## src/logic/cop_step_counter.sv

```systemverilog
// Iteration counter pacing the multi-cycle packed multiply
`timescale 1ns/100ps

module cop_step_counter #(
    parameter int WIDTH = 32
) (
    input  logic                     g_clk_i,
    input  logic                     rst_i,
    input  logic                     step_start_i,
    input  logic                     step_run_i,
    output logic [$clog2(WIDTH)-1:0] step_idx_o,
    output logic                     step_last_o
);

    localparam int IDX_W = $clog2(WIDTH);

    logic [IDX_W-1:0] idx_q;

    always_ff @(posedge g_clk_i) begin
        if (rst_i) begin
            idx_q <= '0;
        end else if (step_start_i) begin
            idx_q <= '0;
        end else if (step_run_i) begin
            idx_q <= idx_q + 1'b1;
        end
    end

    assign step_idx_o  = idx_q;
    assign step_last_o = idx_q == IDX_W'(WIDTH - 1); // Final shift-add step

endmodule

```

## config.mk

```make
export PLATFORM = sky130hd
export DESIGN_NAME = cop_step_counter
export DESIGN_NICKNAME = d
export VERILOG_FILES = /design/src/logic/cop_step_counter.sv
export SDC_FILE = /design/constraint.sdc
export NUM_CORES = 1
export LEC_CHECK = 0
export ABC_AREA = 0
export BUFFER_PORTS_ARGS = -buffer_cell sky130_fd_sc_hd__buf_2
export CAP_MARGIN = 20
export CORE_AREA = 2 2 39 41
export DETAILED_ROUTE_END_ITERATION = 10
export DIE_AREA = 0 0 41 43
export GPL_TIMING_DRIVEN = 0
export PLACE_DENSITY = 0.39
export SLEW_MARGIN = 20
export SYNTH_ARGS = -nofsm -noshare
export SYNTH_HDL_FRONTEND = slang
export SYNTH_SLANG_ARGS = --single-unit
```

## constraint.sdc

```tcl
create_clock -name g_clk_i -period 1.3 [get_ports g_clk_i]
set_input_delay 0.13 -clock g_clk_i [delete_from_list [all_inputs] [get_ports g_clk_i]]
set_output_delay 0.13 -clock g_clk_i [all_outputs]
set_load 0.005 [all_outputs]
```

==> flow_summary.ini <==
[critical_path]
cp_data_arrival_time_ns = 1.17
crit_top_cell = sky130_fd_sc_hd__ha_4
crit_fanout = 2
critical_path.endpoint_type = output port
worstReg2RegStart = step_idx_o[0]
critical_path.max_stage_delay_ns = 0.34
crit_path_top_delay_cell = sky130_fd_sc_hd__dfxtp_4
crit_chain = ha_4 > and3_4 > ha_4 > buf_6
regToRegSetupSlack_ns = 0.13
startpoint_type = register
rr_worst_depth = 5
worst-setup-path-type = register to output port
worst-endpoint-required_ns = 1.17
regToRegEndpoint = step_idx_o[4]

[clock_network]
clock_sinks = 5
worst_skew_pair.late_latency_ns = 0.24
cts.reportedPaths.clkPinSlew_ns = 0.04
cts_inserted_buffers = 3
cts_max_level = 1
hold_buffers = 0
master_cell_of_the_clock_root_buffer = sky130_fd_sc_hd__clkbuf_4
clock_tree.buffer_depth = 2
tritoncts_clock_tree = built

[cells_and_area]
n_fill_cell = 165
syn2layout_area_growth_pct = 58.7
largest_register_ff_count = 5
fraction_of_final_layout_cells_with_drive_strength_greater_than_1 = 0.579
antenna-diode-count = 0
final_design_area_no_fill_sq_um = 413
multi_input_comb_area_sq_um = 179
finalNetCount = 45
seq_area_sq_um = 108

[logic_synthesis]
ranking_of_synthesized_cells_by_instance_count = sky130_fd_sc_hd__dfxtp_1, sky130_fd_sc_hd__nor2_1, sky130_fd_sc_hd__ha_1, sky130_fd_sc_hd__mux2i_1
synthesis.yosys.warnings = 0
mappedNetlistArea_sq_um = 260
synth_flop_cell = sky130_fd_sc_hd__dfxtp_1
synth_cells = 23
synth_area_leaders = sky130_fd_sc_hd__dfxtp_1, sky130_fd_sc_hd__ha_1, sky130_fd_sc_hd__nand4_4, sky130_fd_sc_hd__mux2i_1, sky130_fd_sc_hd__mux2_4
synth_most_common_cell = sky130_fd_sc_hd__dfxtp_1
synth-compound-area-share = 0.0577
yosys.area_share.xor_xnor = 0.0337
synth_fa_ha_area_frac = 0.0962
synth_seq_area_share = 0.385
avgSynthCellArea_sq_um = 11.3
mappedNetlistNets = 29
async_set_or_reset_flop_fraction_in_the_synthesized_netlist = 0
yosys-mux-area-fraction = 0.135
yosys.area_share.simple = 0.250
synth_area_leader_cell = sky130_fd_sc_hd__dfxtp_1
synth_enable_flop_cells = 0
synth_cell_type_count = 15
largest_family_of_logic_cells_by_synthesized_area = simple AND/OR/NAND/NOR gates
synth_seq_cells = 5
post_synth_top_area_share = 0.385

[sta]
transition_at_the_pin_with_the_smallest_max_transition_slack_ns = 0.212
final-max-slew-violation-count = 0
tcrit_tclk_final = 0.997
totalNegativeSetupSlack_ns = 0
grt_setup_unrepaired = yes
post-route-worst-setup-slack_ns = 0.00375
timing.clock.skew_ns = 0.00204
hold-worst-slack_ns = 0.184
max-slew-margin-rel = 0.858
final.min_clock_period_ns = 1.30
setup_viol_count_final = 0
finalHoldViolations = 0
fmaxAchievable_mhz = 771

[routing]
drc = 0
drt.antenna.violating_nets = 0
first_pass_iters = 1
routed_via_count = 232
route.detailed.vias_per_inst = 4.30
drt_first_iter_violations = 0
wl_um = 563
routed_wirelength_normalized_by_instance_count_um = 10.4

[floorplanning]
die_height_um = 43
boundaryPins = 10
fp.coreArea_sq_um = 1380
floorplan_row_count = 14
floorplan.die.width_um = 41
die_area_sq_um = 1760
start_util = 0.188

[run]
maxCapViolations = 0

[grt]
grt.overflow.total = 0
grt_start_max_net_pins = 7
grt_antenna_before_repair = 0
grtUsageTotal = 0.0883
first_pass_grt_wire_length_um = 945
grt_pass1_vias = 248

[power_and_ir_drop]
power_density_nw_per_um2 = 884
power.static_leakage_uw = 0.000184
peakVddDrop_uv = 382

[min_path]
min_to = step_idx_o[1]
min_path_type = primary input to register
min_delay_path_depth = 3
hold_start = step_run_i

[place]
placedInstanceArea_sq_um = 320
dp_worst_setup_slack_ns = -0.0565
io_buffers = 8
gp_congestion = 0.605

[status]
status = finished clean
## cells by family (layout without fill, tap and decap cells)
| group | count (synthesis) | after routing |
|---|---|---|
| and+or+nand+nor | 9 | 9 |
| buffers and inverters | 1 | 16 |
| adders and majority gates | 2 | 2 |
| xor gates and xnor gates | 1 | 1 |
| muxes | 3 | 3 |
| DFF | 5 | 5 |
| AOI/OAI and AO/OA | 2 | 2 |
## report_power, final
group          switching, uW  internal, uW  total, uW
sequential              2.22           154        156
clock                   61.3           116        177
combinational           15.1          16.6       31.7
total                   78.6           286        365
## per-layer routing
metal  vias to the layer above  GRT usage  wire length [um]
met1                       112     0.0897               218
li1                        112          -                 -
met2                         6      0.113               305
met3                         2     0.0471                33
met5                         -          0                 0
met4                         0      0.100                 6
## critical path: cells and delay by family (launching register included)
kind	cells	cell delay [ns]
fa+ha+maj	2	0.31
buf+inv	1	0.10
flops	1	0.34
simple gates	1	0.18
## metrics by stage
stage,std cells,utilization,power [uW]
final,54,0.298,365
after global routing,54,0.298,389
after CTS,54,0.298,376
after detailed placement,47,0.231,187
after global placement,47,0.231,186
after floorplan,23,-,178
## worst max path at each step
stage / from / endpoint / slack, ns / depth (start not counted)
5_1_grt: step_idx_o[1] / step_last_o / -0.03 / 4
3_5_place_dp: step_idx_o[0] / step_idx_o[4] / -0.06 / 5
2_1_floorplan: step_idx_o[0] / step_idx_o[4] / 0.009 / 5
3_3_place_gp: step_idx_o[0] / step_idx_o[4] / -0.03 / 5
4_1_cts: step_idx_o[1] / step_last_o / -0.01 / 4
6_report: step_idx_o[0] / step_last_o / 0.004 / 4
## placed cells by master, fill, tap and decap left out
master and instances:
sky130_fd_sc_hd__buf_2 7, sky130_fd_sc_hd__nor2_1 3, sky130_fd_sc_hd__clkbuf_4 3, sky130_fd_sc_hd__buf_4 3, sky130_fd_sc_hd__dfxtp_1 3, sky130_fd_sc_hd__buf_6 2
sky130_fd_sc_hd__mux2i_1 2, sky130_fd_sc_hd__ha_4 2, sky130_fd_sc_hd__dfxtp_4 2, sky130_fd_sc_hd__and3_4 1, sky130_fd_sc_hd__a21bo_1 1, sky130_fd_sc_hd__nand3b_1 1
sky130_fd_sc_hd__or2_1 1, sky130_fd_sc_hd__a21oi_1 1, sky130_fd_sc_hd__xnor2_1 1, sky130_fd_sc_hd__nor3_1 1, sky130_fd_sc_hd__nor3b_1 1, sky130_fd_sc_hd__nand4_4 1
sky130_fd_sc_hd__mux2_4 1, sky130_fd_sc_hd__clkbuf_1 1
## layout make-up
class / instances / area share
clock buffers: 4 / 0.0636
flip-flops and latches: 5 / 0.261
well taps: 16 / 0.0485
plain buffers: 1 / 0.0273
multi-input cells: 17 / 0.433
repair buffers: 11 / 0.167
## timing repair
action                                  4_1_cts  5_1_grt
endpoints found under the hold margin         0        0
endpoints found under the setup margin        2        1
resized for setup                            10        0
setup buffers                                 3        0
pin swaps                                     1        1
No activity file was read; power rests on OpenSTA's default activity.
