**config.mk**
```make
export PLATFORM = sky130hd
export DESIGN_NAME = cop_idecode_flat
export DESIGN_NICKNAME = d
export VERILOG_FILES = /design/src/logic/cop_pkg.sv /design/src/logic/cop_issue_if.sv /design/src/logic/cop_idecode.sv /design/src/flat_wrapper.sv
export SDC_FILE = /design/constraint.sdc
export NUM_CORES = 1
export LEC_CHECK = 0
export BUFFER_PORTS_ARGS = -buffer_cell sky130_fd_sc_hd__buf_2
export CORE_AREA = 8 8 45 47
export DETAILED_ROUTE_END_ITERATION = 8
export DIE_AREA = 0 0 53 55
export GPL_TIMING_DRIVEN = 0
export PLACE_DENSITY_LB_ADDON = 0.05
export SYNTH_ARGS = -nofsm -noshare
export SYNTH_HDL_FRONTEND = slang
export SYNTH_SLANG_ARGS = --single-unit
```
**constraint.sdc**
```tcl
create_clock -name vclk -period 2.5
set_input_delay 0.25 -clock vclk [all_inputs]
set_output_delay 0.25 -clock vclk [all_outputs]
set_load 0.005 [all_outputs]
```
**src/logic/cop_pkg.sv**
```systemverilog
// Instruction field positions, opcodes, classes, pack widths and the decoded instruction struct
package cop_pkg;

    // Defaults for the top-level parameters
    localparam int COP_NUM_CPRS = 16;
    localparam int COP_XLEN     = 32;

    // Instruction field positions
    localparam int COP_OPC_MSB   = 6;
    localparam int COP_OPC_LSB   = 0;
    localparam int COP_FUNCT_MSB = 31;
    localparam int COP_FUNCT_LSB = 28;
    localparam int COP_PW_MSB    = 27;
    localparam int COP_PW_LSB    = 25;
    localparam int COP_CRD_MSB   = 24;
    localparam int COP_CRD_LSB   = 21;
    localparam int COP_CRS1_MSB  = 19;
    localparam int COP_CRS1_LSB  = 16;
    localparam int COP_CRS2_MSB  = 13;
    localparam int COP_CRS2_LSB  = 10;
    localparam int COP_SHAMT_MSB = 14;
    localparam int COP_SHAMT_LSB = 10;

    localparam logic [6:0] COP_MAJOR_OPCODE = 7'b0001011; // custom-0

    typedef enum logic [3:0] {
        PADD    = 4'd0,
        PSUB    = 4'd1,
        PMUL_L  = 4'd2,
        PSLL_I  = 4'd3,
        PSRL_I  = 4'd4,
        GPR2XCR = 4'd5,
        XCR2GPR = 4'd6  // 7 to 15 are illegal
    } cop_funct_e;

    typedef enum logic [2:0] {
        CLASS_NONE         = 3'd0,
        CLASS_PACKED_ARITH = 3'd1,
        CLASS_MOVE         = 3'd2
    } cop_class_e;

    typedef enum logic [2:0] {
        PW_32 = 3'd0,
        PW_16 = 3'd1,
        PW_8  = 3'd2
    } cop_pw_e;

    typedef struct packed {
        cop_class_e cls;
        cop_funct_e subclass;
        cop_pw_e    pw;
        logic [3:0] crd;
        logic [3:0] crs1;
        logic [3:0] crs2;
        logic [4:0] shamt;
        logic       writes_cpr;
        logic       exception;
    } cop_decoded_t;

endpackage

```
**src/logic/cop_issue_if.sv**
```systemverilog
// Issue interface between decoder, control FSM and datapath
`timescale 1ns/100ps

interface cop_issue_if #(
    parameter int XLEN = 32
);

    cop_pkg::cop_decoded_t decoded;     // From the decoder
    logic                  exec_start;  // One-cycle pulse into execute
    logic                  wb_en;       // CPR write enable
    logic                  exec_done;   // One-cycle pulse, result valid
    logic [XLEN-1:0]       exec_result;

    modport dec (
        output decoded
    );

    modport ctrl (
        input  decoded, exec_done,
        output exec_start, wb_en
    );

    modport dp (
        input  decoded, exec_start,
        output exec_done, exec_result
    );

endinterface

```
**src/logic/cop_idecode.sv**
```systemverilog
// Combinational instruction decoder with illegal-instruction detection
`timescale 1ns/100ps

module cop_idecode (
    input  logic [31:0] insn_i,
    cop_issue_if.dec    dec
);

    cop_pkg::cop_decoded_t d;
    cop_pkg::cop_funct_e   funct;
    cop_pkg::cop_pw_e      pw;
    logic                  opc_ok;
    logic                  funct_ok;
    logic                  pw_ok;
    logic                  is_parith;
    logic                  is_move;

    assign funct  = cop_pkg::cop_funct_e'(insn_i[cop_pkg::COP_FUNCT_MSB:cop_pkg::COP_FUNCT_LSB]);
    assign pw     = cop_pkg::cop_pw_e'(insn_i[cop_pkg::COP_PW_MSB:cop_pkg::COP_PW_LSB]);
    assign opc_ok = insn_i[cop_pkg::COP_OPC_MSB:cop_pkg::COP_OPC_LSB] == cop_pkg::COP_MAJOR_OPCODE;

    // Anything above xcr2gpr is unallocated
    assign funct_ok = funct <= cop_pkg::XCR2GPR;

    assign pw_ok = (pw == cop_pkg::PW_32) || (pw == cop_pkg::PW_16) || (pw == cop_pkg::PW_8);

    assign is_parith = funct_ok && (funct <= cop_pkg::PSRL_I);
    assign is_move   = (funct == cop_pkg::GPR2XCR) || (funct == cop_pkg::XCR2GPR);

    always_comb begin
        d.subclass = funct;
        d.pw       = pw;
        d.crd      = insn_i[cop_pkg::COP_CRD_MSB:cop_pkg::COP_CRD_LSB];
        d.crs1     = insn_i[cop_pkg::COP_CRS1_MSB:cop_pkg::COP_CRS1_LSB];
        d.crs2     = insn_i[cop_pkg::COP_CRS2_MSB:cop_pkg::COP_CRS2_LSB];
        d.shamt    = insn_i[cop_pkg::COP_SHAMT_MSB:cop_pkg::COP_SHAMT_LSB];

        // Bad pack width only matters for packed arithmetic
        d.exception = !opc_ok || !funct_ok || (is_parith && !pw_ok);

        if (d.exception) begin
            d.cls = cop_pkg::CLASS_NONE;
        end else if (is_parith) begin
            d.cls = cop_pkg::CLASS_PACKED_ARITH;
        end else if (is_move) begin
            d.cls = cop_pkg::CLASS_MOVE;
        end else begin
            d.cls = cop_pkg::CLASS_NONE;
        end

        d.writes_cpr = !d.exception && (funct != cop_pkg::XCR2GPR); // xcr2gpr only reads
    end

    assign dec.decoded = d;

endmodule

```
**src/flat_wrapper.sv**
```systemverilog
// flat-port wrapper written by rule: the top's interface ports become plain ports
module cop_idecode_flat 
  (insn_i, dec_decoded);
  cop_issue_if dec_i ();
  input  logic [31:0] insn_i;
  output wire logic [$bits(dec_i.decoded)-1:0] dec_decoded;
  assign dec_decoded = dec_i.decoded;
  cop_idecode u_core (.insn_i(insn_i), .dec(dec_i));
endmodule
```
==> flow_metrics.py <==
metrics = {
    "timing": {
        "period_share_pct": 62.9,
        "final.min_clock_period_ns": 1.57,
        "hold_violations": 0,
        "rsz0062_at_grt": "no",
        "setup_viol": 0,
        "setup_tns_ns": 0,
        "drv_slew": 0,
        "fmaxAchievable_mhz": 636,
    },
    "pwr": {
        "vdd.ir_drop.worst_mv": 0.0532,
        "p_total_w": 0.0000725,
        "p_leak_nw": 0.330,
        "p_comb_share_pct": 100.0,
        "p_int_w": 0.0000485,
        "power.density_mw_per_mm2": 138,
        "power_frac_clock_pct": 0,
        "swShare_pct": 33.1,
        "seq_power_share_pct": 0,
        "switchingPower_w": 0.0000240,
    },
    "floorplanning": {
        "die_w_um": 53,
        "boundaryPins": 61,
        "chipHeight_um": 55,
        "dieArea_mm2": 0.00292,
        "rows": 14,
        "initial_utilization_pct": 21.2,
        "coreArea_mm2": 0.00138,
    },
    "grt": {
        "overflow": 0,
        "antenna_found_initial": 0,
        "grt_pass1_vias": 354,
        "grt_max_degree": 6,
        "grt_pass1_wl_um": 1420,
        "grt_usage_pct": 5.83,
    },
    "detailed_routing": {
        "initialDrtViolationCount": 2,
        "vias": 374,
        "drc": 0,
        "wire_per_inst_um": 10.6,
        "final_antenna_net_count": 0,
        "avgViaCountPerCell": 3.82,
        "dr.pass1.iters": 3,
        "routed_wl_um": 1040,
    },
    "yosys": {
        "synthDistinctLibCells": 15,
        "yosys_warnings": 0,
        "synth_top_area_share_pct": 63.8,
        "synth_top_cell_by_area": "buf_4",
        "synthTopCellsByArea": "buf_4 (64%), nor4b_2 (5.1%), or4_4 (3.8%), nand3_1 (3.4%), and4_1 (3.0%)",
        "synth_area_um2": 294,
        "synth_area_per_cell_um2": 7.35,
        "yosysSeqAreaShare_pct": 0,
        "synth_nets": 72,
        "syn_inst": 40,
    },
    "layout": {
        "drive_gt1_share_pct": 85.4,
        "regArea_um2": 0,
        "syn2layout_area_growth_pct": 78.3,
        "nClkBuffers": 0,
        "flops_and_latches": 0,
        "final_cell_mix": "buf_2 (42), buf_4 (25), nand3_1 (2)",
        "n_antenna_cell": 0,
        "postLayoutCoreUtil_pct": 37.9,
        "layout_commonest_cell": "buf_2",
        "nNetsFinal": 116,
    },
    "setup_path": {
        "worstPathRequired_ns": 2.25,
        "worstSetupPathType": "input port to output pin",
        "critPathLaunchType": "input port",
        "critPathCaptureType": "output pin",
        "worstPathArrival_ns": 1.32,
        "cp_max_fo": 3,
    },
    "clock_tree": {
        "cts_setup_buffers": 0,
        "ctsResizeCount": 0,
        "hold_buffers": 0,
    },
    "placement": {
        "port_buffers": 42,
        "place_congestion": 0.646,
        "dp_hpwl_um": 1020,
    },
    "status": {
        "outcome": "finished, final reports clean",
    },
    "run": {
        "max-cap-violations": 0,
    },
    "worst_hold_path": {
        "hp-class": "input port to output pin",
    },
}
cell usage after synthesis:
library cell and number:
or4_4 1, nand2_1 1, inv_1 1, o211ai_1 1
buf_4 25, nor4b_2 1, o21ai_0 1, nand4b_1 1
xor2_1 1, conb_1 1, and4_1 1, nand3_1 2
nor2_2 1, and3_1 1, a21o_1 1
power by group through the flow:
stage	combinational (W)	sequential, W	clock [W]
6_report	0.0000725	0	0
5_1_grt	0.0000794	0	0
4_1_cts	0.0000740	0	0
3_5_place_dp	0.0000738	0	0
3_3_place_gp	0.0000735	0	0
2_1_floorplan	0.0000393	0	0
worst max-delay path: stages:
cell    delay, ns
buf_2        0.10
or4_4        0.54
nor2_2       0.13
and4_1       0.19
buf_2        0.11
through the flow:
step	hold WS [ns]	setup slack, ns	cell area (um^2)	cells
after floorplan	0.581	1.16	294	40
after global placement	0.670	0.927	524	98
after detailed placement	0.670	0.921	524	98
after CTS	0.670	0.921	524	98
after global routing	0.671	0.895	524	98
final	0.667	0.927	524	98
worst paths after layout:
path / to / depth (start not counted) / slack, ns / start
worst min-delay path: dec_decoded[2] / 2 / 0.67 / insn_i[10]
worst max-delay path: dec_decoded[27] / 5 / 0.93 / insn_i[5]
kinds of logic after synthesis:
group,Yosys count,synth area share (%)
buf+inv,26,65.1
other cells,1,1.28
simple gates,9,23.8
compound gates,3,6.81
xor+xnor,1,2.98
cell type report:
type | instances | area (um^2)
Multi-Input combinational cell | 14 | 103
Inverter | 1 | 3.75
Buffer | 25 | 188
Timing Repair Buffer | 42 | 210
Fill cell | 152 | 860
Tap cell | 16 | 20.0
layer usage:
metal,track usage (%),share of wire (%),vias up
met3,5.08,22,0
met1,6.33,35,152
met2,8.98,42,31
li1,-,-,191
met5,0,0,-
met4,0,0,0
Power figures use the tool's default switching activity.
