### src/logic/cop_pkg.sv
// Instruction field positions, opcodes, classes, pack widths and the decoded instruction struct
package cop_pkg;

    // Defaults for the top-level parameters
    localparam int COP_NUM_CPRS = 16;
    localparam int COP_XLEN     = 32;

    // Instruction field positions
    localparam int COP_OPC_MSB   = 6;
    localparam int COP_OPC_LSB   = 0;
    localparam int COP_FUNCT_MSB = 31;
    localparam int COP_FUNCT_LSB = 28;
    localparam int COP_PW_MSB    = 27;
    localparam int COP_PW_LSB    = 25;
    localparam int COP_CRD_MSB   = 24;
    localparam int COP_CRD_LSB   = 21;
    localparam int COP_CRS1_MSB  = 19;
    localparam int COP_CRS1_LSB  = 16;
    localparam int COP_CRS2_MSB  = 13;
    localparam int COP_CRS2_LSB  = 10;
    localparam int COP_SHAMT_MSB = 14;
    localparam int COP_SHAMT_LSB = 10;

    localparam logic [6:0] COP_MAJOR_OPCODE = 7'b0001011; // custom-0

    typedef enum logic [3:0] {
        PADD    = 4'd0,
        PSUB    = 4'd1,
        PMUL_L  = 4'd2,
        PSLL_I  = 4'd3,
        PSRL_I  = 4'd4,
        GPR2XCR = 4'd5,
        XCR2GPR = 4'd6  // 7 to 15 are illegal
    } cop_funct_e;

    typedef enum logic [2:0] {
        CLASS_NONE         = 3'd0,
        CLASS_PACKED_ARITH = 3'd1,
        CLASS_MOVE         = 3'd2
    } cop_class_e;

    typedef enum logic [2:0] {
        PW_32 = 3'd0,
        PW_16 = 3'd1,
        PW_8  = 3'd2
    } cop_pw_e;

    typedef struct packed {
        cop_class_e cls;
        cop_funct_e subclass;
        cop_pw_e    pw;
        logic [3:0] crd;
        logic [3:0] crs1;
        logic [3:0] crs2;
        logic [4:0] shamt;
        logic       writes_cpr;
        logic       exception;
    } cop_decoded_t;

endpackage

### src/logic/cop_issue_if.sv
// Issue interface between decoder, control FSM and datapath
`timescale 1ns/100ps

interface cop_issue_if #(
    parameter int XLEN = 32
);

    cop_pkg::cop_decoded_t decoded;     // From the decoder
    logic                  exec_start;  // One-cycle pulse into execute
    logic                  wb_en;       // CPR write enable
    logic                  exec_done;   // One-cycle pulse, result valid
    logic [XLEN-1:0]       exec_result;

    modport dec (
        output decoded
    );

    modport ctrl (
        input  decoded, exec_done,
        output exec_start, wb_en
    );

    modport dp (
        input  decoded, exec_start,
        output exec_done, exec_result
    );

endinterface

### src/logic/cop_ctrl_fsm.sv
// Control FSM for the CPU req/ack handshake and the decode, execute, writeback sequence
`timescale 1ns/100ps

module cop_ctrl_fsm (
    input  logic     g_clk_i,
    input  logic     rst_i,
    input  logic     cpu_req_i,
    output logic     cpu_ack_o,
    output logic     cpu_exception_o,
    cop_issue_if.ctrl ctl
);

    typedef enum logic [2:0] {
        S_IDLE,
        S_DECODE,
        S_EXEC,
        S_WB,
        S_ACK
    } state_e;

    state_e state_q;
    state_e state_d;
    logic   exc_q;      // Exception captured at end of decode

    always_comb begin
        state_d = state_q;
        case (state_q)
            S_IDLE:   if (cpu_req_i) state_d = S_DECODE;
            S_DECODE: state_d = ctl.decoded.exception ? S_ACK : S_EXEC;
            S_EXEC:   if (ctl.exec_done) state_d = S_WB;
            S_WB:     state_d = S_ACK;
            S_ACK:    if (!cpu_req_i) state_d = S_IDLE; // Hold until CPU drops req
            default:  state_d = S_IDLE;
        endcase
    end

    always_ff @(posedge g_clk_i) begin
        if (rst_i) begin
            state_q <= S_IDLE;
            exc_q   <= 1'b0;
        end else begin
            state_q <= state_d;
            if (state_q == S_DECODE) begin
                exc_q <= ctl.decoded.exception;
            end
        end
    end

    // Start pulse lands as the FSM enters execute
    assign ctl.exec_start = (state_q == S_DECODE) && !ctl.decoded.exception;

    assign ctl.wb_en      = (state_q == S_WB) && ctl.decoded.writes_cpr;

    assign cpu_ack_o       = (state_q == S_ACK);
    assign cpu_exception_o = exc_q;

endmodule

### src/flat_wrapper.sv
// flat-port wrapper written by rule: the top's interface ports become plain ports
module cop_ctrl_fsm_flat 
  (g_clk_i, rst_i, cpu_req_i, cpu_ack_o, cpu_exception_o, ctl_decoded, ctl_exec_done, ctl_exec_start, ctl_wb_en);
  cop_issue_if ctl_i ();
  input  logic g_clk_i;
  input  logic rst_i;
  input  logic cpu_req_i;
  output logic cpu_ack_o;
  output logic cpu_exception_o;
  input wire logic [$bits(ctl_i.decoded)-1:0] ctl_decoded;
  input wire logic [$bits(ctl_i.exec_done)-1:0] ctl_exec_done;
  output wire logic [$bits(ctl_i.exec_start)-1:0] ctl_exec_start;
  output wire logic [$bits(ctl_i.wb_en)-1:0] ctl_wb_en;
  assign ctl_i.decoded = ctl_decoded;
  assign ctl_i.exec_done = ctl_exec_done;
  assign ctl_exec_start = ctl_i.exec_start;
  assign ctl_wb_en = ctl_i.wb_en;
  cop_ctrl_fsm u_core (.g_clk_i(g_clk_i), .rst_i(rst_i), .cpu_req_i(cpu_req_i), .cpu_ack_o(cpu_ack_o), .cpu_exception_o(cpu_exception_o), .ctl(ctl_i));
endmodule
### config.mk
export PLATFORM = sky130hd
export DESIGN_NAME = cop_ctrl_fsm_flat
export DESIGN_NICKNAME = d
export VERILOG_FILES = /design/src/logic/cop_pkg.sv /design/src/logic/cop_issue_if.sv /design/src/logic/cop_ctrl_fsm.sv /design/src/flat_wrapper.sv
export SDC_FILE = /design/constraint.sdc
export NUM_CORES = 1
export LEC_CHECK = 0
export BUFFER_PORTS_ARGS = -buffer_cell sky130_fd_sc_hd__buf_2
export CAP_MARGIN = 40
export CORE_AREA = 4 4 41 43
export DETAILED_ROUTE_END_ITERATION = 12
export DIE_AREA = 0 0 45 47
export GPL_TIMING_DRIVEN = 1
export MAX_ROUTING_LAYER = met4
export PLACE_DENSITY = 0.52
export REMOVE_ABC_BUFFERS = 1
export SLEW_MARGIN = 20
export SYNTH_ARGS = -nofsm -noshare
export SYNTH_HDL_FRONTEND = slang
export SYNTH_SLANG_ARGS = --single-unit
export TNS_END_PERCENT = 20
### constraint.sdc
create_clock -name g_clk_i -period 2 [get_ports g_clk_i]
set_input_delay 0.6 -clock g_clk_i [delete_from_list [all_inputs] [get_ports g_clk_i]]
set_output_delay 0.6 -clock g_clk_i [all_outputs]
set_load 0.1 [all_outputs]
==> results.ini <==
[run_status]
status=completed

[cts]
clock_tree.buffer_depth=2
numCtsBuffers=3
cts_root_buf=clkbuf_4
h-tree-depth=1
post_cts_buffers=0
cts.clk_slew.worst_paths_ns=0.04
cts_resized=0
cts_hold_buffers=0
clock-sinks=4
insertion_delay_ns=0.24
cts_tree=done

[route]
vias_per_cell=4.07
drc=0
drt_iter0_markers=2
ant_nets=0
first_pass_iters=3
routedWlPerCell_um=9.83
wl_um=452
num_vias=187

[placed_design]
dpl-instance-area_um2=298
place.gp.congestion=0.727
portBuffers=9
dp_slack_ns=0.187

[yosys]
synth-warning-count=0
yosysSeqAreaShare=0.408
yosys-top-cells-area=dfxtp_1, mux2i_1, nor3b_2
synthDistinctLibCells=14
synth_area_um2=196
synth_top_area_share=0.408
synthArstFlopShare=0
ys_ff_latch=4
synthTopCellsByCount=dfxtp_1, mux2i_1, nor2_1
yosys_most_used_dff=dfxtp_1
yosys.area.top_type=dfxtp_1
synth_enable_flop_cells=0
synthCells=20
synth.avg_cell_area_um2=9.82
synth_most_common_cell=dfxtp_1

[setup_path]
worstPathMaxFanout=6
path_cells=nor2b_1 > and3_1 > buf_12
reg2reg_to=u_core.cpu_exception_o
rr_worst_depth=3
cp_data_required_time_ns=1.40
worstPathArrival_ns=1.27
cpLargestDelayFamily=simple AND/OR/NAND/NOR gates
start_kind=flop
worst-path-buf-inv=1
crit_type=reg2out
setup.worst_path.end_class=primary output
regToRegSetupSlack_ns=1.02
r2r-start=u_core.state_q[0]
crit_path_top_delay_cell=dfxtp_1
slowest_delay_ns=0.41

[sta]
worst_slack_ns=0.127
fin_crit_ns=1.87
tightest_slew_ns=0.484
fin_skew_ns=0.00298
hold_violations=0
worst_hold_slack_ns=0.499
fmax_mhz=534
setup_viol=0
fin_crit_sh=0.936
max_slew_margin=0.680
rsz0062_at_grt=false
drv_slew=0

[global_routing]
grt_pass1_wl_um=807
grt_overflow=0
track_usage=0.0629
grt_pass1_vias=192
grt_antenna_before_repair=0
grt_max_degree=9

[floorplanning]
die_w_um=45
pin_count=37
rows=13
start_util=0.151
core_um2=1300
fp.dieArea_um2=2120
fp.dieH_um=47

[layout]
num-nets-final=66
drive_gt1_frac=0.419
area_growth_pct=63.1
post-route-cell-area_um2=320
diodes=0

[worst_hold_path]
worstHoldEndpoint=u_core.cpu_exception_o
hp-class=reg2reg
holdPathStages=2
worstHoldStart=u_core.cpu_exception_o

[power]
power_density_nw_per_um2=773
vdd_ir_drop_max_mv=0.309
p_leak_nw=0.133

[flow_run]
drv_cap=0

-- cell usage in the layout, fill, tap and decap left out --
master and count:
buf_2 6, dfxtp_1 4, mux2i_1 3, clkbuf_4 3, buf_12 3, nor2_1 2, nor2b_1 1, and2_1 1
and3_1 1, nor3b_1 1, nor3_1 1, nor4_1 1, nand4bb_1 1, o21ai_0 1, a21oi_1 1, nor3b_2 1
-- through the flow --
stage | power (mW) | std cells | TNS, ns | util
after floorplan | 0.128 | 19 | -1.29 | -
after global placement | 0.147 | 43 | 0 | 0.229
after detailed placement | 0.147 | 43 | 0 | 0.229
after CTS | 0.252 | 46 | 0 | 0.246
after global routing | 0.269 | 46 | 0 | 0.246
final | 0.248 | 46 | 0 | 0.246
-- registers in the layout, summed over array words and instances (netlist names) --
name	flops
u_core.state_q	3
u_core.cpu_exception_o	1
-- how the worst max path moves through the flow --
stage | start | endpoint | slack (ns) | depth (start not counted)
after floorplan | u_core.state_q[2] | cpu_ack_o | -1.22 | 1
after global placement | ctl_decoded[0] | ctl_exec_start | 0.18 | 4
after detailed placement | ctl_decoded[0] | ctl_exec_start | 0.19 | 4
after CTS | u_core.state_q[2] | cpu_ack_o | 0.12 | 2
after global routing | u_core.state_q[0] | ctl_wb_en | 0.06 | 3
final | u_core.state_q[0] | ctl_wb_en | 0.13 | 3
-- cell type report --
cell class | count | area, µm²
Multi-Input combinational cell | 15 | 109
Fill cell | 148 | 981
Tap cell | 15 | 18.8
Clock buffer | 3 | 22.5
Sequential cell | 4 | 80.1
Timing Repair Buffer | 9 | 90.1
-- per-layer routing --
layer / up-vias / global-route usage / routed length (µm) / share of wire
li1: 96 / - / - / -
met1: 78 / 0.0708 / 241 / 0.53
met2: 13 / 0.0621 / 130 / 0.29
met3: 0 / 0.0690 / 81 / 0.18
met4: 0 / 0.0351 / 0 / 0
met5: - / - / 0 / 0
-- report_power, final --
group          internal (mW)  switching [mW]  total (mW)  leakage [nW]
Combinational         0.0208          0.0332      0.0541        0.0867
Sequential            0.0850         0.00688      0.0919        0.0327
Clock                 0.0672          0.0344       0.102        0.0138
Total                  0.173          0.0745       0.248         0.133
-- worst register-to-register path, delay by kind of cell, from the launching register on --
kind	cells	cell delay [ns]
AND/OR/NAND/NOR	2	0.26
flip-flops	1	0.41
multiplexers	1	0.20
-- logic make-up after synthesis --
| family | share of synthesized area |
|---|---|
| compound gates | 0.0509 |
| flops | 0.408 |
| mux | 0.153 |
| simple gates | 0.350 |
| buf+inv | 0.0382 |
(Power assumes the default switching activity.)
