## config.mk

```make
export PLATFORM = sky130hd
export DESIGN_NAME = cop_regfile
export DESIGN_NICKNAME = d
export VERILOG_FILES = /design/src/logic/cop_regfile.sv
export SDC_FILE = /design/constraint.sdc
export NUM_CORES = 1
export LEC_CHECK = 0
export BUFFER_PORTS_ARGS = -buffer_cell sky130_fd_sc_hd__buf_2
export CORE_MARGIN = 2
export CORE_UTILIZATION = 35
export CTS_CLUSTER_SIZE = 10
export DETAILED_ROUTE_END_ITERATION = 10
export SETUP_SLACK_MARGIN = 0.2
export SLEW_MARGIN = 25
export SYNTH_ARGS = -nofsm -noshare
export SYNTH_HDL_FRONTEND = slang
export SYNTH_SLANG_ARGS = --single-unit
```

## constraint.sdc

```tcl
create_clock -name g_clk_i -period 2.5 [get_ports g_clk_i]
set_clock_uncertainty 0.15 [all_clocks]
set_input_delay 0.125 -clock g_clk_i [delete_from_list [all_inputs] [get_ports g_clk_i]]
set_output_delay 0.125 -clock g_clk_i [all_outputs]
set_load 0.01 [all_outputs]
```

## src/logic/cop_regfile.sv

```systemverilog
// Coprocessor register file, two combinational read ports and one write port
`timescale 1ns/100ps

module cop_regfile #(
    parameter int NUM_REGS = 16,
    parameter int XLEN     = 32
) (
    input  logic                        g_clk_i,
    input  logic                        rst_i,
    input  logic [$clog2(NUM_REGS)-1:0] raddr1_i,
    input  logic [$clog2(NUM_REGS)-1:0] raddr2_i,
    output logic [XLEN-1:0]             rdata1_o,
    output logic [XLEN-1:0]             rdata2_o,
    input  logic                        wen_i,
    input  logic [$clog2(NUM_REGS)-1:0] waddr_i,
    input  logic [XLEN-1:0]             wdata_i
);

    logic [XLEN-1:0] cpr_q [NUM_REGS];

    // All CPRs read as zero after reset
    always_ff @(posedge g_clk_i) begin
        if (rst_i) begin
            for (int i = 0; i < NUM_REGS; i++) begin
                cpr_q[i] <= '0;
            end
        end else if (wen_i) begin
            cpr_q[waddr_i] <= wdata_i;
        end
    end

    assign rdata1_o = cpr_q[raddr1_i];
    assign rdata2_o = cpr_q[raddr2_i];

endmodule

```

==> results of run 1 <==
[area by class of cell]
class | instances | area [um2] | area share
sequential | 512 | 15400 | 0.489
multi-input combinational | 1007 | 11100 | 0.353
timing repair buffer | 240 | 2190 | 0.0696
clock buffer | 65 | 1500 | 0.0477
tap | 978 | 1220 | 0.0389
clock inverter | 6 | 48.8 | 0.00155
antenna | 2 | 5.00 | 0.000159
[per-layer routing]
| metal | up-vias | part of all wire | global-route usage |
|---|---|---|---|
| li1 | 6770 | - | - |
| met1 | 8705 | 0.39 | 0.276 |
| met2 | 740 | 0.50 | 0.362 |
| met3 | 192 | 0.076 | 0.0388 |
| met4 | 4 | 0.040 | 0.0908 |
| met5 | - | 0.00018 | 0 |
[worst min-delay path by stage]
stage	depth (start not counted)	endpoint	slack [ns]
4_1_cts	2	cpr_q[10][22]	0.03
3_3_place_gp	2	cpr_q[10][12]	0.43
5_1_grt	2	cpr_q[10][22]	0.08
2_1_floorplan	1	cpr_q[12][0]	0.17
3_5_place_dp	2	cpr_q[9][30]	0.44
6_report	2	cpr_q[10][22]	0.08
[cells by family after synthesis]
kind of cell           share of synthesized area
multiplexers                               0.217
AO/OA/AOI/OAI                             0.0361
flip-flops                                 0.578
AND/OR/NAND/NOR                            0.143
buffers and inverters                     0.0258
[synth_stat cells, drive strengths merged]
library cell / number / share of area
clkbuf: 120 / 0.017
buf: 48 / 0.0086
nand2b: 2 / 0.00047
nor2b: 4 / 0.00094
nand4b: 1 / 0.00033
edfxtp: 512 / 0.58
nor3: 4 / 0.0014
nand2: 65 / 0.0092
mux4: 256 / 0.22
nor2: 14 / 0.0028
nand4bb: 2 / 0.00085
and2: 514 / 0.12
a22oi: 128 / 0.036
or2: 16 / 0.0038
or4b: 1 / 0.00052
[stage by stage]
step | utilization | std cells | area, um2 | total power (W) | setup WS [ns]
finish | 0.416 | 2810 | 31400 | 0.0205 | 0.158
floorplan | - | 1687 | 26600 | 0.0118 | 0.561
global route | 0.416 | 2810 | 31400 | 0.0210 | 0.0716
detailed placement | 0.385 | 2705 | 29100 | 0.0129 | 0.377
global placement | 0.385 | 2705 | 29100 | 0.0128 | 0.358
CTS | 0.413 | 2808 | 31200 | 0.0205 | 0.135
[power by group through the flow]
| stage | clock network [W] | registers (W) | logic, W |
|---|---|---|---|
| after global routing | 0.00793 | 0.0102 | 0.00286 |
| after floorplan | 0 | 0.0103 | 0.00151 |
| after global placement | 0 | 0.0103 | 0.00252 |
| after CTS | 0.00765 | 0.0102 | 0.00269 |
| final | 0.00754 | 0.0102 | 0.00273 |
| after detailed placement | 0 | 0.0104 | 0.00254 |
[what timing repair did]
| item | 4_1_cts | 5_1_grt |
|---|---|---|
| buffers inserted | 0 | 0 |
| hold endpoints to repair | 512 | 0 |
| setup endpoints to repair | 47 | 58 |
| pin swaps | 42 | 37 |
| resized for setup | 67 | 35 |
| cloned | 0 | 0 |
| hold buffers | 32 | 0 |
==> summary.md, run 1 <==
| Metric | Value |
|---|---|
| Clock sinks | `slightly above 500` |
| Worst EP arrival | `around 2.1 ns` |
| Filler instances | `roughly 6.7k` |
| Vias per inst | `around 5.8` |
| Slew headroom | `0.605` |
| 1st-iter DRT viols | `~1.6k` |
| Most common cell after layout, fill and taps aside | `edfxtp_1` |
| Netlist area before placement | `0.0266 mm2` |
| Core Rows | `between 100 and 150` |
| Final TNS setup | `0 ns` |
| Status | `completed` |
| Worst min path class | `in2reg` |
| Final ANT Viol Nets | `0` |
| Clock slew at the register clock pins of the worst setup and hold paths | `around 0.060 ns` |
| Final Wtd Congestion | `a little under 0.8` |
| Port bufs | `110` |
| Max-capacitance violation count | `0` |
| P_sw | `just over 0.005 W` |
| Cts bufs inserted | `58` |
| TritonRoute pass-1 iters | `5` |
| Clock share of power | `0.369` |
| Slowest cell on crit path | `mux4_2` |
| Mapped Avg Cell Area | `between 15 and 20 um2` |
| # IOs | `approximately 110` |
| Internal power | `~0.015 W` |
| Max reg flops | `512` |
| Full die area | `approximately 0.08 mm2` |
| First-pass GRT wire length | `between 100000 and 150000 um` |
| Period utilization | `0.937` |
| Kind of critical path | `reg2out` |
| Die height | `roughly 280 um` |
| Worst VDD drop | `0.499 mV` |
| Largest Register | `cpr_q` |
| Synthesis Warnings | `0` |
| Synth Register Bits | `slightly above 500` |
| Setup Viol. Count Final | `0` |
| Part of the power in registers | `0.498` |
| Synth Instances | `1687` |
| DR DRC count | `0` |
| Cell variety after synth | `22` |
| Critical Path, Cell by Cell | `mux4_2, a22oi_2, nand2_1, buf_2` |
| Total wire length | `84000 um` |
| Leak | `10.8 nW` |
| Slew @ Worst Pin | `~0.6 ns` |
| Startpoint Class | `register` |
| Slew Limit Fails | `0` |
| Sw Ratio | `0.248` |
| Max clock buf depth | `3` |
| Root Buffer Master | `clkbuf_16` |
| Critical path origin | `cpr_q[11][1]` |
| Fin. Hold Viols | `0` |
| Critical path buffer and inverter count | `1` |
| Most frequent cells in the layout | `edfxtp_1 (512), and2_1 (480), mux4_2 (256)` |
| CP max FO | `2` |
| Sequential fraction of the synthesis area | `0.578` |
| Vias in the first global route | `around 17k` |
| Pin count of the biggest net entering global routing | `33` |
| RSZ-0062 raised after global routing | `yes` |
| WP data required | `approximately 2.2 ns` |
| Layout cell share with drive strength beyond 1 | `0.379` |
| Fmax | `around 430 MHz` |
| CP top delay family | `multiplexers` |
| Core box area | `between 0.07 and 0.08 mm2` |
| Gr usage total | `0.216` |
| Initial Util | `0.352` |
| Hold path startpoint | `rst_i` |
| Final Critical Period | `between 2 and 2.5 ns` |
| Drt wl/cell | `approximately 30 um` |
| # H-tree levels | `2` |
| CP endpoint | `rdata2_o[1]` |
| Remaining Overflow, GRT | `0` |
| Initial antenna violation count | `7` |
| Die width | `280 um` |
| Top flop regs | `cpr_q: 512 flops` |
| Post-Syn Nets | `approximately 1.7k` |
| Routed vias | `about 16k` |
| NumNets Final | `about 1.9k` |
| Hold WS | `between 0.08 and 0.09 ns` |
| Combinational power share | `0.133` |
| CTS tree | `yes` |
| Layout area overhead | `18.2%` |
| CP Capture Type | `output pin` |
| PwrDens | `651 mW/mm2` |
| Dpl hpwl | `~49000 um` |
| Delay of the slowest critical-path stage | `0.50 ns` |
| Critical Path Stages | `4` |
(Power assumes the default switching activity.)
==> run 2, diff against run 1 <==
--- a/config.mk
+++ b/config.mk
@@ -7,7 +7,7 @@
 export LEC_CHECK = 0
 export BUFFER_PORTS_ARGS = -buffer_cell sky130_fd_sc_hd__buf_2
 export CORE_MARGIN = 2
-export CORE_UTILIZATION = 35
+export CORE_UTILIZATION = 40
 export CTS_CLUSTER_SIZE = 10
 export DETAILED_ROUTE_END_ITERATION = 10
 export SETUP_SLACK_MARGIN = 0.2
==> run 2 against run 1 <==
Effect of this change: count of clock-buffer cells in the layout decreased by 3; via count fell by 1.2%; cell count down 4.3%; total power is 0.94% lower; utilization up 5.7 points; combinational power fell by 2%; critical endpoint is now rdata2_o[18].
==> summary.md, run 2 (synthesis gave the netlist of run 1 again) <==
| Metric | Value |
|---|---|
| Worst EP arrival | `approximately 2.0 ns` |
| Vias in the first global route | `17.1k` |
| RSZ-0062 raised after global routing | `yes` |
| Startpoint Class | `register` |
| Clock slew at the register clock pins of the worst setup and hold paths | `approximately 0.06 ns` |
| Initial antenna violation count | `2` |
| Kind of critical path | `reg2out` |
| Worst VDD drop | `between 0.5 and 0.6 mV` |
| Fmax | `439 MHz` |
| Hold EP | `cpr_q[12][30]` |
| P_sw | `approximately 0.005 W` |
| Leak | `10.7 nW` |
| Max reg flops | `roughly 510` |
| Post-DP Area | `~0.029 mm2` |
| Cts bufs inserted | `58` |
| TritonRoute pass-1 iters | `5` |
| Die height | `about 260 um` |
| Hold path startpoint | `rst_i` |
| Routed vias | `roughly 16k` |
| Full die area | `about 0.069 mm2` |
| Core Rows | `94` |
| Layout cell share with drive strength beyond 1 | `0.373` |
| NumNets Final | `between 1.5k and 2k` |
| Clock share of power | `0.365` |
| Initial Util | `0.404` |
| Most frequent cells in the layout | `edfxtp_1 (512), and2_1 (480), mux4_2 (256)` |
| Total wire length | `82000 um` |
| Max-capacitance violation count | `0` |
| Period utilization | `0.911` |
| WP data required | `~2.2 ns` |
| Max clock buf depth | `3` |
| Core box area | `roughly 0.066 mm2` |
| # H-tree levels | `2` |
| Clock sinks | `roughly 500` |
| Fin. Hold Viols | `0` |
| Filler instances | `about 5.5k` |
| Most common cell after layout, fill and taps aside | `edfxtp_1` |
| 1st-iter DRT viols | `~1.7k` |
| Top flop regs | `cpr_q: 512 flops` |
| Ant. Diodes | `0` |
| Part of the power in registers | `0.502` |
| Delay of the slowest critical-path stage | `0.54 ns` |
| CP top delay family | `multiplexers` |
| Pin count of the biggest net entering global routing | `33` |
| Port bufs | `110` |
| CP max FO | `2` |
| Worst min path class | `in2reg` |
| Final Wtd Congestion | `0.800` |
| Dpl hpwl | `about 47000 um` |
| Sw Ratio | `0.244` |
| Fin area | `around 0.031 mm2` |
| Slew headroom | `0.510` |
| PwrDens | `approximately 650 mW/mm2` |
| Final TNS setup | `0 ns` |
| Largest Register | `cpr_q` |
| Combinational power share | `0.132` |
| DR DRC count | `0` |
| Root Buffer Master | `clkbuf_16` |
| Slowest cell on crit path | `mux4_2` |
| CP Capture Type | `output pin` |
| Die width | `roughly 260 um` |
| Final ANT Viol Nets | `0` |
| Critical path origin | `cpr_q[11][18]` |
| Final Critical Period | `approximately 2.3 ns` |
| Vias per inst | `between 6 and 7` |
| Internal power | `between 0.015 and 0.02 W` |
| Setup Viol. Count Final | `0` |
| Layout area overhead | `17.0%` |
| Slew @ Worst Pin | `~0.73 ns` |
| Drt wl/cell | `about 30 um` |
| Gr usage total | `0.244` |
| Slew Limit Fails | `0` |
| Status | `completed` |
| Critical path buffer and inverter count | `1` |
| Critical Path, Cell by Cell | `mux4_2, a22oi_2, nand2_2, buf_2` |
| Remaining Overflow, GRT | `0` |
| First-pass GRT wire length | `approximately 120000 um` |
| Hold depth | `2` |
| # IOs | `roughly 110` |
| CTS tree | `yes` |
| Critical Path Stages | `4` |
## run 2: changes by cell type in the layout (fill, tap and decap cells not counted), moves of 2 or more
cell	previous run	this run
a22oi_1	51	57
a22oi_2	77	71
buf_12	40	34
buf_2	98	102
buf_4	58	61
buf_6	10	6
buf_8	0	2
clkbuf_1	6	3
clkbuf_8	2	0
clkinv_1	3	6
diode_2	2	0
## run 2: timing repair
item | 4_1_cts | 5_1_grt
gates resized for setup | 42 | 49
setup buffers | 0 | 0
hold buffers | 32 | 0
pin swaps | 19 | 35
endpoints found under the setup margin | 31 | 49
hold endpoints to repair | 512 | 0
## run 2: per-layer routing
metal,global-route usage,routed length (um)
met1,0.333,33000
met2,0.400,40000
met3,0.0430,6560
met4,0.0780,2440
met5,0,0
## run 2: how the worst max path moves through the flow
stage | endpoint | slack (ns)
after floorplan | cpr_q[0][0] | 0.56
after global placement | cpr_q[14][19] | 0.33
after detailed placement | cpr_q[14][26] | 0.31
after CTS | rdata2_o[16] | 0.18
after global routing | rdata2_o[16] | 0.14
final | rdata2_o[18] | 0.22
## run 2: layout make-up
class | count | area (um2) | share of cell area
Clock buffer | 62 | 1490 | 0.0478
Clock inverter | 8 | 36.3 | 0.00117
Sequential cell | 512 | 15400 | 0.494
Timing Repair Buffer | 237 | 2070 | 0.0665
Tap cell | 864 | 1080 | 0.0348
Multi-Input combinational cell | 1007 | 11000 | 0.355
## run 2: power groups by stage
stage	clock network [W]	registers, W	logic (W)
6_report	0.00741	0.0102	0.00268
5_1_grt	0.00781	0.0102	0.00283
4_1_cts	0.00749	0.0102	0.00262
3_5_place_dp	0	0.0104	0.00252
3_3_place_gp	0	0.0103	0.00250
2_1_floorplan	0	0.0103	0.00151
## run 2: per-stage QoR
step | utilization | power (W) | hold WS [ns] | setup WS [ns] | std cells
after floorplan | - | 0.0118 | 0.173 | 0.561 | 1687
after global placement | 0.438 | 0.0128 | 0.434 | 0.327 | 2588
after detailed placement | 0.438 | 0.0129 | 0.449 | 0.313 | 2588
after CTS | 0.469 | 0.0203 | 0.127 | 0.181 | 2690
after global routing | 0.473 | 0.0209 | 0.174 | 0.138 | 2690
final | 0.473 | 0.0203 | 0.176 | 0.222 | 2690
